--- src/rtl/decodePkg.sv ---
// Shared types and constants for the instruction decode front end
// Opcode map, access size codes and queue sizing live here
package decodePkg;

	// ============================================================
	// Field and word types
	// ============================================================

	// Raw 32-bit instruction word as fetched
	typedef logic [31:0] instrWord_t;
	// Major opcode, bits 6 to 0 of the word
	typedef logic [6:0] opcode_t;
	// Capability function field, bits 31 to 25 under OP_CAP
	typedef logic [6:0] capFunc_t;
	// Byte address of an instruction
	typedef logic [31:0] pc_t;
	// Memory access size code
	typedef logic [2:0] accessSize_t;

	// Credit counter holds 0 to QUEUE_DEPTH inclusive
	typedef logic [2:0] creditCount_t;
	// Index into the instruction queue slots
	typedef logic [1:0] queuePtr_t;

	// ============================================================
	// Access size codes
	// ============================================================

	localparam accessSize_t SZ_NONE  = 3'd0;
	localparam accessSize_t SZ_BYTE  = 3'd1;
	localparam accessSize_t SZ_WYDE  = 3'd2;
	localparam accessSize_t SZ_TETRA = 3'd3;
	localparam accessSize_t SZ_OCTA  = 3'd4;
	localparam accessSize_t SZ_HEXI  = 3'd5;

	// ============================================================
	// Major opcodes
	// ============================================================

	// Loads, signed and unsigned forms for each width up to octa
	localparam opcode_t OP_LDB  = 7'h40;
	localparam opcode_t OP_LDBU = 7'h41;
	localparam opcode_t OP_LDW  = 7'h42;
	localparam opcode_t OP_LDWU = 7'h43;
	localparam opcode_t OP_LDT  = 7'h44;
	localparam opcode_t OP_LDTU = 7'h45;
	localparam opcode_t OP_LDO  = 7'h46;
	localparam opcode_t OP_LDOU = 7'h47;
	localparam opcode_t OP_LDH  = 7'h48;
	// Indirect jump fetches its target from memory, so it counts as a load
	localparam opcode_t OP_JSRI = 7'h4A;

	// Stores
	localparam opcode_t OP_STB = 7'h50;
	localparam opcode_t OP_STW = 7'h51;
	localparam opcode_t OP_STT = 7'h52;
	localparam opcode_t OP_STO = 7'h53;
	localparam opcode_t OP_STH = 7'h54;

	// Capability memory operations and the capability group opcode
	localparam opcode_t OP_CLOAD  = 7'h4C;
	localparam opcode_t OP_CSTORE = 7'h5C;
	localparam opcode_t OP_CAP    = 7'h3C;

	// Function code under OP_CAP that reads the tag bits of a line
	localparam capFunc_t FN_CLOADTAGS = 7'h12;

	// ============================================================
	// Sizing
	// ============================================================

	// Instructions are fixed width, four bytes each
	localparam int INSTR_BYTES = 4;
	// Queue slots, also the number of credits the fetch side starts with
	localparam int QUEUE_DEPTH = 4;

endpackage

--- src/rtl/instrChannelIf.sv ---
// Credit-controlled channel from the fetch sequencer to the instruction queue
// Carries pushed words with their PCs forward and credit pulses back
`timescale 1ns/1ps

interface instrChannelIf;
	import decodePkg::*;

	// One-cycle strobe, word and pc are valid with it
	logic push;
	instrWord_t word;
	pc_t pc;
	// One-cycle pulse per slot freed in the queue
	logic creditReturn;

	// Fetch side drives the forward signals
	modport sender
	(
		output push,
		output word,
		output pc,
		input creditReturn
	);

	// Queue side drives the credit return
	modport receiver
	(
		input push,
		input word,
		input pc,
		output creditReturn
	);

endinterface

--- src/rtl/decodeFrontEnd.sv ---
// Instruction decode front end
// Fetch sequencer, credit-controlled queue and decode stage behind plain ports
`timescale 1ns/1ps

module decodeFrontEnd
(
	input logic clk,
	input logic rst,
	// Instruction source side
	input logic inValid,
	input decodePkg::instrWord_t inInstr,
	output logic inReady,
	// Decoded record sink side
	output logic outValid,
	input logic outReady,
	output decodePkg::pc_t outPc,
	output decodePkg::opcode_t outOpcode,
	output logic isLoad,
	output logic isCLoad,
	output logic isCLoadTags,
	output logic isStore,
	output decodePkg::accessSize_t accessSize
);
	import decodePkg::*;

	// Queue head towards the decode stage
	logic qValid;
	logic qPop;
	instrWord_t qWord;
	pc_t qPc;

	// Fetch to queue channel
	instrChannelIf chan();

	fetchSequencer u_fetchSequencer
	(
		.clk(clk),
		.rst(rst),
		.inValid(inValid),
		.inInstr(inInstr),
		.inReady(inReady),
		.chan(chan.sender)
	);

	instrQueue u_instrQueue
	(
		.clk(clk),
		.rst(rst),
		.qPop(qPop),
		.qValid(qValid),
		.qWord(qWord),
		.qPc(qPc),
		.chan(chan.receiver)
	);

	decodeStage u_decodeStage
	(
		.clk(clk),
		.rst(rst),
		.qValid(qValid),
		.qWord(qWord),
		.qPc(qPc),
		.outReady(outReady),
		.qPop(qPop),
		.outValid(outValid),
		.outPc(outPc),
		.outOpcode(outOpcode),
		.isLoad(isLoad),
		.isCLoad(isCLoad),
		.isCLoadTags(isCLoadTags),
		.isStore(isStore),
		.accessSize(accessSize)
	);

endmodule

--- src/rtl/decodeStage.sv ---
// Decode stage
// Pops queued words, classifies loads and stores, and holds the record under back-pressure
`timescale 1ns/1ps

module decodeStage
(
	input logic clk,
	input logic rst,
	input logic qValid,
	input decodePkg::instrWord_t qWord,
	input decodePkg::pc_t qPc,
	input logic outReady,
	output logic qPop,
	output logic outValid,
	output decodePkg::pc_t outPc,
	output decodePkg::opcode_t outOpcode,
	output logic isLoad,
	output logic isCLoad,
	output logic isCLoadTags,
	output logic isStore,
	output decodePkg::accessSize_t accessSize
);
	import decodePkg::*;

	// ============================================================
	// Combinational decode of the queue head
	// ============================================================

	logic ldHit;
	logic cldHit;
	logic tagHit;
	accessSize_t ldSize;
	logic stHit;
	accessSize_t stSize;
	opcode_t opcode;

	assign opcode = qWord[6:0];

	loadDecoder u_loadDecoder
	(
		.word(qWord),
		.isLoad(ldHit),
		.isCLoad(cldHit),
		.isCLoadTags(tagHit),
		.loadSize(ldSize)
	);

	// Store classification, capability store moves a full hexi
	always_comb
	begin
		stHit = 1'b1;
		stSize = SZ_NONE;
		case (opcode)
			OP_STB:
				stSize = SZ_BYTE;
			OP_STW:
				stSize = SZ_WYDE;
			OP_STT:
				stSize = SZ_TETRA;
			OP_STO:
				stSize = SZ_OCTA;
			OP_STH, OP_CSTORE:
				stSize = SZ_HEXI;
			default:
				stHit = 1'b0;
		endcase
	end

	// ============================================================
	// Output register
	// ============================================================

	// Take a new word when the register is empty or emptying this cycle
	assign qPop = qValid && (!outValid || outReady);

	always_ff @(posedge clk)
	begin
		if (rst)
			outValid <= 1'b0;
		else if (qPop)
			outValid <= 1'b1;
		else if (outReady)
			outValid <= 1'b0;
	end

	// Record only changes on a pop, so a stalled record holds
	always_ff @(posedge clk)
	begin
		if (qPop)
		begin
			outPc <= qPc;
			outOpcode <= opcode;
			isLoad <= ldHit;
			isCLoad <= cldHit;
			isCLoadTags <= tagHit;
			isStore <= stHit;
			// Loads and stores never overlap so one size is always SZ_NONE
			accessSize <= stHit ? stSize : ldSize;
		end
	end

endmodule

--- src/rtl/fetchSequencer.sv ---
// Fetch sequencer
// Accepts instruction words, tags them with a PC and pushes them under credit control
`timescale 1ns/1ps

module fetchSequencer
(
	input logic clk,
	input logic rst,
	input logic inValid,
	input decodePkg::instrWord_t inInstr,
	output logic inReady,
	instrChannelIf.sender chan
);
	import decodePkg::*;

	// ============================================================
	// Credit tracking
	// ============================================================

	// Credits left, one per free queue slot not yet claimed
	creditCount_t credits;
	// Word accepted from the source this cycle
	logic take;

	// Ready only while at least one credit remains
	assign inReady = (credits != '0);
	assign take = inValid && inReady;

	// A take and a return in the same cycle cancel out
	always_ff @(posedge clk)
	begin
		if (rst)
			credits <= creditCount_t'(QUEUE_DEPTH);
		else if (take && !chan.creditReturn)
			credits <= credits - 3'd1;
		else if (!take && chan.creditReturn)
			credits <= credits + 3'd1;
	end

	// ============================================================
	// Program counter and push stage
	// ============================================================

	// Address of the next word to be accepted
	pc_t pcNext;
	// Registered push stage
	logic pushReg;
	instrWord_t wordReg;
	pc_t pcReg;

	// PC steps by one instruction per accepted word
	always_ff @(posedge clk)
	begin
		if (rst)
			pcNext <= '0;
		else if (take)
			pcNext <= pcNext + pc_t'(INSTR_BYTES);
	end

	// Push strobe goes out the cycle after acceptance
	always_ff @(posedge clk)
	begin
		if (rst)
			pushReg <= 1'b0;
		else
			pushReg <= take;
	end

	// Payload only matters while pushReg is set
	always_ff @(posedge clk)
	begin
		if (take)
		begin
			wordReg <= inInstr;
			pcReg <= pcNext;
		end
	end

	assign chan.push = pushReg;
	assign chan.word = wordReg;
	assign chan.pc = pcReg;

endmodule

--- src/rtl/instrQueue.sv ---
// Instruction queue
// Circular buffer of tagged words that hands a credit back for every pop
`timescale 1ns/1ps

module instrQueue
(
	input logic clk,
	input logic rst,
	input logic qPop,
	output logic qValid,
	output decodePkg::instrWord_t qWord,
	output decodePkg::pc_t qPc,
	instrChannelIf.receiver chan
);
	import decodePkg::*;

	// ============================================================
	// Storage
	// ============================================================

	// Slot contents, written on push and read at the head
	instrWord_t wordMem [QUEUE_DEPTH];
	pc_t pcMem [QUEUE_DEPTH];

	// Head and tail positions, both wrap naturally at the slot count
	queuePtr_t rdPtr;
	queuePtr_t wrPtr;
	// Occupancy, 0 to QUEUE_DEPTH, shares the credit width
	creditCount_t count;
	// Registered credit pulse
	logic creditReg;

	// Write the tail slot on each push
	// The sender cannot push without a credit so the slot is always free
	always_ff @(posedge clk)
	begin
		if (chan.push)
		begin
			wordMem[wrPtr] <= chan.word;
			pcMem[wrPtr] <= chan.pc;
		end
	end

	// ============================================================
	// Pointers and occupancy
	// ============================================================

	always_ff @(posedge clk)
	begin
		if (rst)
		begin
			wrPtr <= '0;
			rdPtr <= '0;
		end
		else
		begin
			if (chan.push)
				wrPtr <= wrPtr + 2'd1;
			if (qPop)
				rdPtr <= rdPtr + 2'd1;
		end
	end

	// Push and pop together leave the count unchanged
	always_ff @(posedge clk)
	begin
		if (rst)
			count <= '0;
		else if (chan.push && !qPop)
			count <= count + 3'd1;
		else if (!chan.push && qPop)
			count <= count - 3'd1;
	end

	// Each pop frees one slot, so one credit goes back on the next cycle
	always_ff @(posedge clk)
	begin
		if (rst)
			creditReg <= 1'b0;
		else
			creditReg <= qPop;
	end

	assign chan.creditReturn = creditReg;

	// ============================================================
	// Head presentation
	// ============================================================

	// A word pushed in one cycle shows up here on the next
	assign qValid = (count != '0);
	assign qWord = wordMem[rdPtr];
	assign qPc = pcMem[rdPtr];

endmodule

--- src/rtl/loadDecoder.sv ---
// Load decoder
// Classifies load-type opcodes and gives the access size of each load
`timescale 1ns/1ps

module loadDecoder
(
	input decodePkg::instrWord_t word,
	output logic isLoad,
	output logic isCLoad,
	output logic isCLoadTags,
	output decodePkg::accessSize_t loadSize
);
	import decodePkg::*;

	opcode_t opcode;
	capFunc_t capFunc;

	assign opcode = word[6:0];
	// Only meaningful when the opcode is OP_CAP
	assign capFunc = word[31:25];

	// Plain loads and their widths
	// Signed and unsigned forms share a size
	always_comb
	begin
		isLoad = 1'b1;
		loadSize = SZ_NONE;
		case (opcode)
			OP_LDB, OP_LDBU:
				loadSize = SZ_BYTE;
			OP_LDW, OP_LDWU:
				loadSize = SZ_WYDE;
			OP_LDT, OP_LDTU:
				loadSize = SZ_TETRA;
			OP_LDO, OP_LDOU:
				loadSize = SZ_OCTA;
			OP_LDH:
				loadSize = SZ_HEXI;
			// The jump target is a full octa pointer
			OP_JSRI:
				loadSize = SZ_OCTA;
			// Capability load reads a whole capability, not flagged as plain load
			OP_CLOAD:
			begin
				isLoad = 1'b0;
				loadSize = SZ_HEXI;
			end
			default:
				isLoad = 1'b0;
		endcase
	end

	assign isCLoad = (opcode == OP_CLOAD);

	// Tag load comes from the function field under the capability group
	assign isCLoadTags = (opcode == OP_CAP) && (capFunc == FN_CLOADTAGS);

endmodule

--- config.mk ---
export PLATFORM = sky130hd
export DESIGN_NAME = decodeFrontEnd
export DESIGN_NICKNAME = d
export VERILOG_FILES = /design/src/rtl/decodePkg.sv /design/src/rtl/instrChannelIf.sv /design/src/rtl/decodeFrontEnd.sv /design/src/rtl/decodeStage.sv /design/src/rtl/fetchSequencer.sv /design/src/rtl/instrQueue.sv /design/src/rtl/loadDecoder.sv
export SDC_FILE = /design/constraint.sdc
export NUM_CORES = 1
export LEC_CHECK = 0
export ABC_AREA = 1
export BUFFER_PORTS_ARGS = -buffer_cell sky130_fd_sc_hd__buf_2
export CAP_MARGIN = 30
export CORE_MARGIN = 2
export CORE_UTILIZATION = 50
export DETAILED_ROUTE_END_ITERATION = 6
export PLACE_DENSITY = 0.78
export RECOVER_POWER = 100
export SYNTH_ARGS = -nofsm -noshare
export SYNTH_HDL_FRONTEND = slang
export SYNTH_SLANG_ARGS = --single-unit
--- constraint.sdc ---
create_clock -name clk -period 6.1 [get_ports clk]
set_input_delay 1.525 -clock clk [delete_from_list [all_inputs] [get_ports clk]]
set_output_delay 1.525 -clock clk [all_outputs]
set_load 0.01 [all_outputs]
==> metrics.cfg, run 1 <==
[cts]
postCtsSetupRepairBufs = 0
clock_tree.root_cell = clkbuf_16
ctsLongestPathBuffers = 3
cts_resized = 0
cts_tree = yes
htree_num_levels = 1
tritoncts.num_buffers = 29
post_cts_hold_buffer_count = 0
clock-sinks = 309
clock_pin_slew_worst_setup_and_hold_paths_ns = 0.06
clock_latency_reported_for_the_late_side_of_the_worst_skew_pair_ns = 0.54

[hold_path]
hold_class = reg2reg

[critical_path]
crit_required_ns = 6.53
crit_fanout = 39
cp_data_arrival_time_ns = 4.65
setup.worst_path.end_class = flop
critical_path.most_common_cell = nor2_1
critical-path-slowest-cell = a21oi_1
timing.critical_path.cells = clkbuf_1 -> inv_1 -> a21oi_1 -> buf_4 -> nand2_1 -> nor2_1 -> nand3_1 -> o21ai_1 -> nor2_1
critical_path.max_stage_delay_ns = 1.43
start_kind = primary input
timing_worst_setup_path_type = in2reg

[die]
fp.coreArea_um2 = 23300
width_of_the_die_um = 158
floorplan.die_area_um2 = 24900
io_pins = 84
floorplan.rows = 56
die_height_um = 158
initial_core_util = 0.507

[synth]
synth_simple_gate_area_frac = 0.141
synth_compound_gate_area_share = 0.0672
yosys_warnings = 0
synth_adder_area_share = 0.0108
post_synth.cell_area_avg_um2 = 12.3
seq_area_frac_synth = 0.746
yosys-mux-area-fraction = 0
post_synthesis_instance_total = 959
synth_top_family_by_area = simple AND/OR/NAND/NOR gates
synth-xor-area-share = 0.00222
synthesis_stage_register_bit_count = 309
yosysUniqueCellTypes = 35
syn_area_um2 = 11800

[timing]
layout_worst_path_cycle_share = 0.693
maxSlewViolCount = 264
timing.max_slew.rel_slack = -0.972
post-route-worst-setup-slack_ns = 1.87
worst_clock_skew_ns = 0.0171
tightestPinTransition_ns = 2.96
report.final.setup_viol = 0
achievable-frequency_mhz = 236
finalHoldViolCount = 0
setup_tns_ns = 0
grt_setup_unrepaired = false
fin_crit_ns = 4.23

[placed_design]
port_buffers = 63
placement_setup_slack_ns = 2.36
placedCellCount = 1321
gp_congestion = 0.908
dpl.hpwl_um = 13500

[run]
maxCapViolations = 6

[power_and_ir_drop]
power_uw = 5910
total_leakage_power_uw = 0.00451
vdd_drop_max_uv = 381
powerDensity_nw_per_um2 = 443

[detailed_routing]
wl_per_cell_um = 16.5
detailed_route_drc_error_count = 0
vias = 7219
drtAntennaViolNets = 0
route.detailed.vias_per_inst = 5.25
number_of_drc_markers_after_the_initial_detailed_route_iteration = 576
finalWirelength_um = 22700
detailedRoute.firstPassIterationCount = 5

[final_layout]
layout_common_cells = 264 x edfxtp_1, 170 x nand2_1, 146 x nor2_1, 80 x o21ai_0, 59 x inv_1
final_util = 0.572
final-instance-count-excl-fill = 1375
antenna_cells_inserted = 0
areaGrowthSynthToFinish_pct = 12.7
layout_filler_cell_count = 1827
num-nets-final = 1078
final_common_cell = edfxtp_1
layout-drive-gt1-share = 0.0739

[grt]
grt_first_pass_wirelength_um = 35700
antenna_found_initial = 0
global_route_usage_over_all_layers = 0.183
global_route.overflow_total = 0
first_global_vias = 6959
grt_max_degree = 62

[run_status]
failed_checks = max-capacitance violations, max-slew violations
outcome = finished, violations left

metrics by stage:
| step | hold WS (ns) | instance area (µm²) |
|---|---|---|
| 3_3_place_gp | 0.471 | 12500 |
| 3_5_place_dp | 0.477 | 12500 |
| 5_1_grt | 0.504 | 13300 |
| 2_1_floorplan | 0.445 | 11800 |
| 4_1_cts | 0.493 | 13500 |
| 6_report | 0.492 | 13300 |
layout make-up:
cell class                      instances  area, µm²  area share
Clock buffer                           31        733      0.0549
Clock inverter                         23        229      0.0172
Inverter                               68        255      0.0191
Multi-Input combinational cell        552       2570       0.193
Sequential cell                       309       8830       0.661
Tap cell                              319        399      0.0299
Timing Repair Buffer                   73        327      0.0245
logic make-up after synthesis:
kind of cell             after synthesis
adder cells (fa/ha/maj)                9
AND/OR/NAND/NOR                      388
buffers and inverters                 99
XOR/XNOR                               3
other                                  1
AO/OA/AOI/OAI                        150
flip-flops                           309
state kept, by name, summed over array words and instances (netlist names), named ones only:
name and flops:
u_instrQueue.wordMem 56, u_fetchSequencer.chan.word 14, u_decodeStage.isCLoad 1, u_fetchSequencer.pcNext 30
u_decodeStage.outPc 30, u_instrQueue.pcMem 120, u_fetchSequencer.chan.push 1, u_instrQueue.rdPtr 2
u_decodeStage.isCLoadTags 1, u_instrQueue.count 3, u_decodeStage.accessSize 3, u_decodeStage.isLoad 1
u_instrQueue.chan.creditReturn 1, u_decodeStage.outOpcode 7, u_decodeStage.outValid 1, u_fetchSequencer.credits 3
u_fetchSequencer.chan.pc 30, u_decodeStage.isStore 1, u_instrQueue.wrPtr 2
layer usage:
layer	GRT usage	up-vias	wire, µm	share of wire
met1	0.243	3470	9710	0.43
met4	0.0602	0	561	0.025
li1	-	3491	-	-
met5	0	-	0	0
met2	0.313	221	11200	0.49
met3	0.0268	37	1250	0.055
Yosys cell counts:
cell type | count | area share
edfxtp_1 | 264 | 0.67
buf_2 | 4 | 0.0017
nor2_2 | 4 | 0.0021
o21ai_1 | 4 | 0.0017
o22ai_1 | 31 | 0.016
nand2_2 | 7 | 0.0037
nor2_4 | 5 | 0.0048
xnor2_1 | 1 | 0.00074
xor2_1 | 2 | 0.0015
clkbuf_1 | 23 | 0.0073
nand3_2 | 2 | 0.0017
nand2_1 | 166 | 0.053
nor2_1 | 142 | 0.045
nor3b_1 | 1 | 0.00063
and3_1 | 1 | 0.00053
nor3_2 | 1 | 0.00085
nor3_1 | 8 | 0.0034
or2_1 | 2 | 0.0011
ha_1 | 7 | 0.0074
nand4_1 | 6 | 0.0032
clkinv_1 | 1 | 0.00032
o21a_1 | 1 | 0.00063
nand3_1 | 36 | 0.015
a21oi_1 | 33 | 0.014
o21ai_0 | 80 | 0.034
nor3b_2 | 2 | 0.0021
inv_1 | 59 | 0.019
fa_1 | 2 | 0.0034
nor3_4 | 1 | 0.0014
conb_1 | 1 | 0.00032
a21oi_2 | 1 | 0.00074
inv_2 | 8 | 0.0025
dfxtp_1 | 45 | 0.076
buf_4 | 4 | 0.0025
nand3b_1 | 4 | 0.0025
where the power goes:
part	switching, µW	leakage (µW)	total (µW)	internal [µW]
registers	150	0.00285	2920	2770
clock network	756	0.000473	1800	1040
logic	867	0.00119	1190	325
total	1770	0.00451	5910	4140
critical path, delay by kind of cell:
family / cells / cell delay, ns
buffers and inverters: 3 / 0.85
and+or+nand+nor: 4 / 0.71
AOI/OAI and AO/OA: 2 / 1.56
path summary, 6_finish.rpt:
check / endpoint / slack, ns / startpoint / cells past startpoint
max reg2reg: u_fetchSequencer.pcNext[19]$_SDFFE_PP0N_ / 2.61 / u_fetchSequencer.credits[1]$_SDFFE_PP0P_ / 8
min reg2reg: u_instrQueue.count[1]$_SDFFE_PP0P_ / 0.49 / u_instrQueue.count[1]$_SDFFE_PP0P_ / 2
max: u_fetchSequencer.pcNext[19]$_SDFFE_PP0N_ / 1.87 / inValid / 9
min: u_instrQueue.count[1]$_SDFFE_PP0P_ / 0.49 / u_instrQueue.count[1]$_SDFFE_PP0P_ / 2
(Power assumes the default switching activity.)
==> inputs of run 2 (changes only) <==
--- a/config.mk
+++ b/config.mk
@@ -11,7 +11,7 @@
 export CORE_MARGIN = 2
 export CORE_UTILIZATION = 50
 export DETAILED_ROUTE_END_ITERATION = 6
-export PLACE_DENSITY = 0.78
+export PLACE_DENSITY = 0.81
 export RECOVER_POWER = 100
 export SYNTH_ARGS = -nofsm -noshare
 export SYNTH_HDL_FRONTEND = slang
==> constraint.sdc (replaced) <==
create_clock -name clk -period 3.68 [get_ports clk]
set_input_delay 0.92 -clock clk [delete_from_list [all_inputs] [get_ports clk]]
set_output_delay 0.92 -clock clk [all_outputs]
set_load 0.01 [all_outputs]
==> run 2 against run 1 <==
- critical path type is now reg2reg
- power rose by 67%
- sequential power grew 66%
- highest routed layer unchanged
- the run still ends with max-capacitance violations, max-slew violations left
- design area grew 0.27%
- largest cell class unchanged
- setup slack worse by 1.1 ns
==> metrics.cfg, run 2 (synthesis gave the netlist of run 1 again) <==
[cts]
clock_pin_slew_worst_setup_and_hold_paths_ns = 0.07  ; was 0.06 ns
cts_tree = yes  ; unchanged
cts_resized = 0  ; unchanged
postCtsSetupRepairBufs = 0  ; unchanged
clock_latency_reported_for_the_late_side_of_the_worst_skew_pair_ns = 0.56  ; was 0.54 ns
ctsLongestPathBuffers = 3  ; unchanged
clock_tree.root_cell = clkbuf_16  ; unchanged
tritoncts.num_buffers = 28  ; was 29
clock-sinks = 309  ; unchanged
htree_num_levels = 1  ; unchanged
post_cts_hold_buffer_count = 0  ; unchanged

[run_status]
outcome = finished, violations left  ; unchanged
failed_checks = max-capacitance violations, max-slew violations  ; unchanged

[final_layout]
regMostFlops = u_instrQueue.pcMem  ; unchanged
antenna_cells_inserted = 0  ; unchanged
final_common_cell = edfxtp_1  ; unchanged
areaGrowthSynthToFinish_pct = 13.0  ; was 12.7%
top_regs = u_instrQueue.pcMem: 120 flops, u_instrQueue.wordMem: 56 flops  ; unchanged
num-nets-final = 1080  ; was 1078
layout-drive-gt1-share = 0.0785  ; was 0.0739
layout_filler_cell_count = 1763  ; was 1827
layout_common_cells = 264 x edfxtp_1, 168 x nand2_1, 143 x nor2_1, 82 x o21ai_0, 61 x clkbuf_1  ; was 264 x edfxtp_1, 170 x nand2_1, 146 x nor2_1, 80 x o21ai_0, 59 x inv_1
stdcell_area_um2 = 13400  ; was 13300 µm²
largest_register_ffs = 120  ; unchanged

[die]
fp.coreArea_um2 = 23300  ; unchanged
floorplan.rows = 56  ; unchanged
initial_core_util = 0.507  ; unchanged
die_height_um = 158  ; unchanged
width_of_the_die_um = 158  ; unchanged
io_pins = 84  ; unchanged
floorplan.die_area_um2 = 24900  ; unchanged

[detailed_routing]
drtAntennaViolNets = 0  ; unchanged
number_of_drc_markers_after_the_initial_detailed_route_iteration = 755  ; was 576
detailed_route_drc_error_count = 0  ; unchanged
detailedRoute.firstPassIterationCount = 5  ; unchanged
finalWirelength_um = 22800  ; was 22700 µm
route.detailed.vias_per_inst = 5.30  ; was 5.25
vias = 7291  ; was 7219
wl_per_cell_um = 16.6  ; was 16.5 µm

[critical_path]
cp_num_cells = 5  ; was 9
timing_worst_setup_path_type = reg2reg  ; was in2reg
crit_fanout = 24  ; was 39
start_kind = flop  ; was primary input
critical_path.max_stage_delay_ns = 1.29  ; was 1.43 ns
timing.critical_path.buf_inv = 3  ; unchanged
top_delay_family_on_crit_path = buffers and inverters  ; was compound AO/OA/AOI/OAI gates
timing.critical_path.cells = inv_1 -> ha_1 -> nand2_1 -> clkinv_1 -> clkbuf_1  ; was clkbuf_1 -> inv_1 -> a21oi_1 -> buf_4 -> nand2_1 -> nor2_1 -> nand3_1 -> o21ai_1 -> nor2_1
setup.worst_path.end_class = flop  ; unchanged
crit_required_ns = 3.81  ; was 6.53 ns
worstRegToRegCells = 5  ; was 8
cp_data_arrival_time_ns = 2.99  ; was 4.65 ns
critical-path-slowest-cell = clkbuf_1  ; was a21oi_1

[timing]
tightestPinTransition_ns = 1.92  ; was 2.96 ns
finalHoldViolCount = 0  ; unchanged
layout_worst_path_cycle_share = 0.777
worst_clock_skew_ns = 0.0319  ; was 0.0171 ns
fin_crit_ns = 2.86
report.final.setup_viol = 0  ; unchanged
timing.max_slew.rel_slack = -0.281  ; was -0.972
setup_tns_ns = 0  ; unchanged
post-route-worst-setup-slack_ns = 0.821  ; was 1.87 ns
achievable-frequency_mhz = 350
grt_setup_unrepaired = false  ; unchanged
maxSlewViolCount = 68  ; was 264

[run]
maxCapViolations = 2  ; was 6

[hold_path]
hold_depth = 0  ; was 2
hold_class = reg2reg  ; unchanged

[grt]
grt_max_degree = 47  ; was 62
first_global_vias = 7158  ; was 6959
global_route_usage_over_all_layers = 0.185  ; was 0.183
global_route.overflow_total = 0  ; unchanged
grt_first_pass_wirelength_um = 35600  ; was 35700 µm
antenna_found_initial = 0  ; unchanged

[placed_design]
dpl_cell_area_um2 = 12500  ; about the same
port_buffers = 63  ; unchanged
dpl.hpwl_um = 13500  ; about the same
gp_congestion = 0.929  ; was 0.908
placement_setup_slack_ns = 0.850  ; was 2.36 ns

[power_and_ir_drop]
powerDensity_nw_per_um2 = 736  ; was 443 nW/µm²
total_leakage_power_uw = 0.00452  ; was 0.00451 µW
vdd_drop_max_uv = 388  ; was 381 µV

[run 2: cell types whose count changed in the layout (fill, tap and decap cells not counted), sizes merged]
cell,previous run,this run
buf,17,16
bufinv,4,5
clkbuf,87,93
clkinv,21,18
clkinvlp,2,1
inv,64,63
[run 2: path summary, 6_finish.rpt]
kind,start,endpoint,slack [ns]
min reg2reg,u_fetchSequencer.chan.pc[23]$_DFFE_PN_,u_instrQueue.pcMem[0][23]$_DFFE_PP_,0.49
max reg2reg,u_instrQueue.wrPtr[0]$_SDFFE_PP0P_,u_instrQueue.pcMem[2][9]$_DFFE_PP_,0.82
max,u_instrQueue.wrPtr[0]$_SDFFE_PP0P_,u_instrQueue.pcMem[2][9]$_DFFE_PP_,0.82
min,u_fetchSequencer.chan.pc[23]$_DFFE_PN_,u_instrQueue.pcMem[0][23]$_DFFE_PP_,0.49
[run 2: layout make-up]
class                   count  area (µm²)  area share
repair buffers             76         320      0.0239
clock buffers              33         719      0.0538
flip-flops and latches    309        8830       0.660
clock inverters            19         246      0.0184
well taps                 319         399      0.0298
inverters                  68         255      0.0191
multi-input cells         552        2610       0.195
[run 2: per-layer routing]
layer	vias up	GRT usage	part of all wire
met5	-	0	0
met1	3461	0.231	0.41
met2	285	0.319	0.49
met4	0	0.0818	0.036
li1	3496	-	-
met3	49	0.0276	0.064
[run 2: per-stage QoR]
| stage | hold slack, ns | power [µW] | utilization | instances |
|---|---|---|---|---|
| detailed placement | 0.480 | 6990 | 0.537 | 1324 |
| floorplan | 0.449 | 6210 | - | 960 |
| global route | 0.510 | 10300 | 0.574 | 1376 |
| finish | 0.494 | 9840 | 0.574 | 1376 |
| global placement | 0.465 | 6870 | 0.537 | 1324 |
| CTS | 0.492 | 9960 | 0.579 | 1376 |
[run 2: power breakdown]
part	internal, µW	switching (µW)	total (µW)
Clock	1760	1250	3010
Sequential	4590	245	4840
Combinational	533	1460	1990
Total	6890	2960	9840
==> inputs of run 3 (changes only) <==
--- a/config.mk
+++ b/config.mk
@@ -11,7 +11,7 @@
 export CORE_MARGIN = 2
 export CORE_UTILIZATION = 50
 export DETAILED_ROUTE_END_ITERATION = 6
-export PLACE_DENSITY = 0.81
+export PLACE_DENSITY = 0.78
 export RECOVER_POWER = 100
 export SYNTH_ARGS = -nofsm -noshare
 export SYNTH_HDL_FRONTEND = slang
==> constraint.sdc (replaced) <==
create_clock -name clk -period 2.9 [get_ports clk]
set_input_delay 0.725 -clock clk [delete_from_list [all_inputs] [get_ports clk]]
set_output_delay 0.725 -clock clk [all_outputs]
set_load 0.01 [all_outputs]
==> run 3 against run 2 <==
- the flow now finishes without violations
- via count is 0.80% lower
- critical path depth is 4 higher
- sequential share of layout area is 0.56 points lower
- first-iteration DRC count is 23% lower
- sequential power is 27% higher
- non-clock buffer count is 1 lower
- cell count is 0.22% higher
- register-to-register slack worse by 0.33 ns
- hold slack worse by 0.15 ns
- highest routed layer unchanged
==> metrics.cfg, run 3 (synthesis gave the netlist of run 1 again) <==
[power_and_ir_drop]
switching_power_uw = 3790  ; was 2960 µW
internal_power_uw = 9000  ; was 6890 µW
powerDensity_nw_per_um2 = 948  ; was 736 nW/µm²
power_uw = 12800  ; was 9840 µW
seqPwrFrac = 0.479  ; was 0.492
power_frac_clock = 0.326  ; was 0.306
combPwrFrac = 0.195  ; was 0.203
vdd_drop_max_uv = 945  ; was 388 µV
total_leakage_power_uw = 0.00459  ; was 0.00452 µW
switching_share = 0.296  ; was 0.300

[cts]
tritoncts.num_buffers = 30  ; was 28
clock_latency_reported_for_the_late_side_of_the_worst_skew_pair_ns = 0.55  ; was 0.56 ns
clock-sinks = 309  ; unchanged
clock_pin_slew_worst_setup_and_hold_paths_ns = 0.06  ; was 0.07 ns
htree_num_levels = 1  ; unchanged
postCtsSetupRepairBufs = 0  ; unchanged
cts_tree = yes  ; unchanged
post_cts_hold_buffer_count = 0  ; unchanged
cts_resized = 0  ; unchanged
clock_tree.root_cell = clkbuf_16  ; unchanged
ctsLongestPathBuffers = 3  ; unchanged

[final_layout]
areaGrowthSynthToFinish_pct = 14.0  ; was 13.0%
largest_register_ffs = 120  ; unchanged
top_regs = u_instrQueue.pcMem: 120 flops, u_instrQueue.wordMem: 56 flops  ; unchanged
antenna_cells_inserted = 0  ; unchanged
regMostFlops = u_instrQueue.pcMem  ; unchanged
layout-drive-gt1-share = 0.0934  ; was 0.0785
final_util = 0.578  ; was 0.574
stdcell_area_um2 = 13500  ; was 13400 µm²
layout_common_cells = 264 x edfxtp_1, 168 x nand2_1, 144 x nor2_1, 83 x o21ai_0, 59 x inv_1  ; was 264 x edfxtp_1, 168 x nand2_1, 143 x nor2_1, 82 x o21ai_0, 61 x clkbuf_1
num-nets-final = 1081  ; was 1080
final_common_cell = edfxtp_1  ; unchanged

[detailed_routing]
wl_per_cell_um = 16.4  ; was 16.6 µm
vias = 7233  ; was 7291
detailed_route_drc_error_count = 0  ; unchanged
route.detailed.vias_per_inst = 5.25  ; was 5.30
drtAntennaViolNets = 0  ; unchanged
detailedRoute.firstPassIterationCount = 5  ; unchanged
number_of_drc_markers_after_the_initial_detailed_route_iteration = 585  ; was 755
finalWirelength_um = 22600  ; was 22800 µm

[die]
io_pins = 84  ; unchanged
initial_core_util = 0.507  ; unchanged
fp.coreArea_um2 = 23300  ; unchanged
die_height_um = 158  ; unchanged
width_of_the_die_um = 158  ; unchanged
floorplan.rows = 56  ; unchanged
floorplan.die_area_um2 = 24900  ; unchanged

[critical_path]
start_kind = flop  ; unchanged
critical_path.max_stage_delay_ns = 0.72  ; was 1.29 ns
critical_path.most_common_cell = nor2_1
setup.worst_path.end_class = flop  ; unchanged
timing.critical_path.cells = nor2_1 -> a21oi_1 -> ha_1 -> inv_1 -> fa_1 -> nor2_1 -> nor2_1 -> a21oi_1 -> o21ai_0  ; was inv_1 -> ha_1 -> nand2_1 -> clkinv_1 -> clkbuf_1
crit_fanout = 10  ; was 24
crit_required_ns = 3.32  ; was 3.81 ns
cp_data_arrival_time_ns = 2.83  ; was 2.99 ns
critical-path-slowest-cell = a21oi_1  ; was clkbuf_1
timing_worst_setup_path_type = reg2reg  ; unchanged

[grt]
antenna_found_initial = 0  ; unchanged
first_global_vias = 7067  ; was 7158
global_route_usage_over_all_layers = 0.185  ; about the same
grt_first_pass_wirelength_um = 35900  ; was 35600 µm
global_route.overflow_total = 0  ; unchanged
grt_max_degree = 62  ; was 47

[run]
maxCapViolations = 0  ; was 2

[timing]
fin_crit_ns = 2.41  ; was 2.86 ns
grt_setup_unrepaired = false  ; unchanged
maxSlewViolCount = 0  ; was 68
worst_clock_skew_ns = 0.0181  ; was 0.0319 ns
achievable-frequency_mhz = 414  ; was 350 MHz
finalHoldViolCount = 0  ; unchanged
report.final.setup_viol = 0  ; unchanged
layout_worst_path_cycle_share = 0.832  ; was 0.777
timing.max_slew.rel_slack = 0.0645  ; was -0.281
tightestPinTransition_ns = 1.40  ; was 1.92 ns
setup_tns_ns = 0  ; unchanged

[hold_path]
hold_class = in2reg  ; was reg2reg

[placed_design]
dpl_cell_area_um2 = 12500  ; about the same
dpl.hpwl_um = 13100  ; was 13500 µm
gp_congestion = 0.898  ; was 0.929
port_buffers = 63  ; unchanged

[run_status]
outcome = completed  ; was finished, violations left

## run 3: power by group through the flow
| stage | logic [µW] | registers, µW | clock network, µW |
|---|---|---|---|
| after floorplan | 1600 | 6290 | 0 |
| after global placement | 2550 | 6180 | 0 |
| after detailed placement | 2660 | 6200 | 0 |
| after CTS | 2690 | 6110 | 4250 |
| after global routing | 2820 | 6210 | 4400 |
| final | 2490 | 6130 | 4180 |
## run 3: layout make-up
class | instances | area [µm²]
Clock buffer | 33 | 782
Inverter | 68 | 255
Fill cell | 1831 | 9840
Clock inverter | 23 | 310
Tap cell | 319 | 399
Multi-Input combinational cell | 552 | 2590
Sequential cell | 309 | 8830
Timing Repair Buffer | 75 | 327
## run 3: metal layers
layer | GRT usage | wire, µm | share of wire | up-vias
li1 | - | - | - | 3503
met1 | 0.238 | 9340 | 0.41 | 3435
met2 | 0.323 | 11300 | 0.50 | 250
met3 | 0.0276 | 1430 | 0.063 | 45
met4 | 0.0610 | 569 | 0.025 | 0
met5 | 0 | 0 | 0 | -
## run 3: final timing paths
path,startpoint,to,slack [ns],depth (start not counted)
setup / recovery,u_fetchSequencer.credits[1]$_SDFFE_PP0P_,u_fetchSequencer.credits[2]$_SDFFE_PP1P_,0.49,9
hold / removal,inInstr[5],u_fetchSequencer.chan.word[5]$_DFFE_PN_,0.35,1
setup reg to reg,u_fetchSequencer.credits[1]$_SDFFE_PP0P_,u_fetchSequencer.credits[2]$_SDFFE_PP1P_,0.49,9
hold reg to reg,u_fetchSequencer.chan.word[4]$_DFFE_PN_,u_instrQueue.wordMem[2][4]$_DFFE_PP_,0.49,0
## run 3: metrics by stage
step	setup slack [ns]	std cells	hold slack, ns
floorplan	0.0534	960	0.449
global placement	0.483	1323	0.469
detailed placement	0.426	1323	0.483
CTS	0.716	1379	0.320
global route	0.293	1379	0.326
finish	0.486	1379	0.345
## run 3: worst max-delay path, delay by kind of cell (launching register included)
| family | cells | cell delay [ns] |
|---|---|---|
| AOI/OAI and AO/OA | 3 | 0.94 |
| buffers and inverters | 1 | 0.07 |
| adders and majority gates | 2 | 0.67 |
| DFF | 1 | 0.36 |
| and+or+nand+nor | 3 | 0.25 |
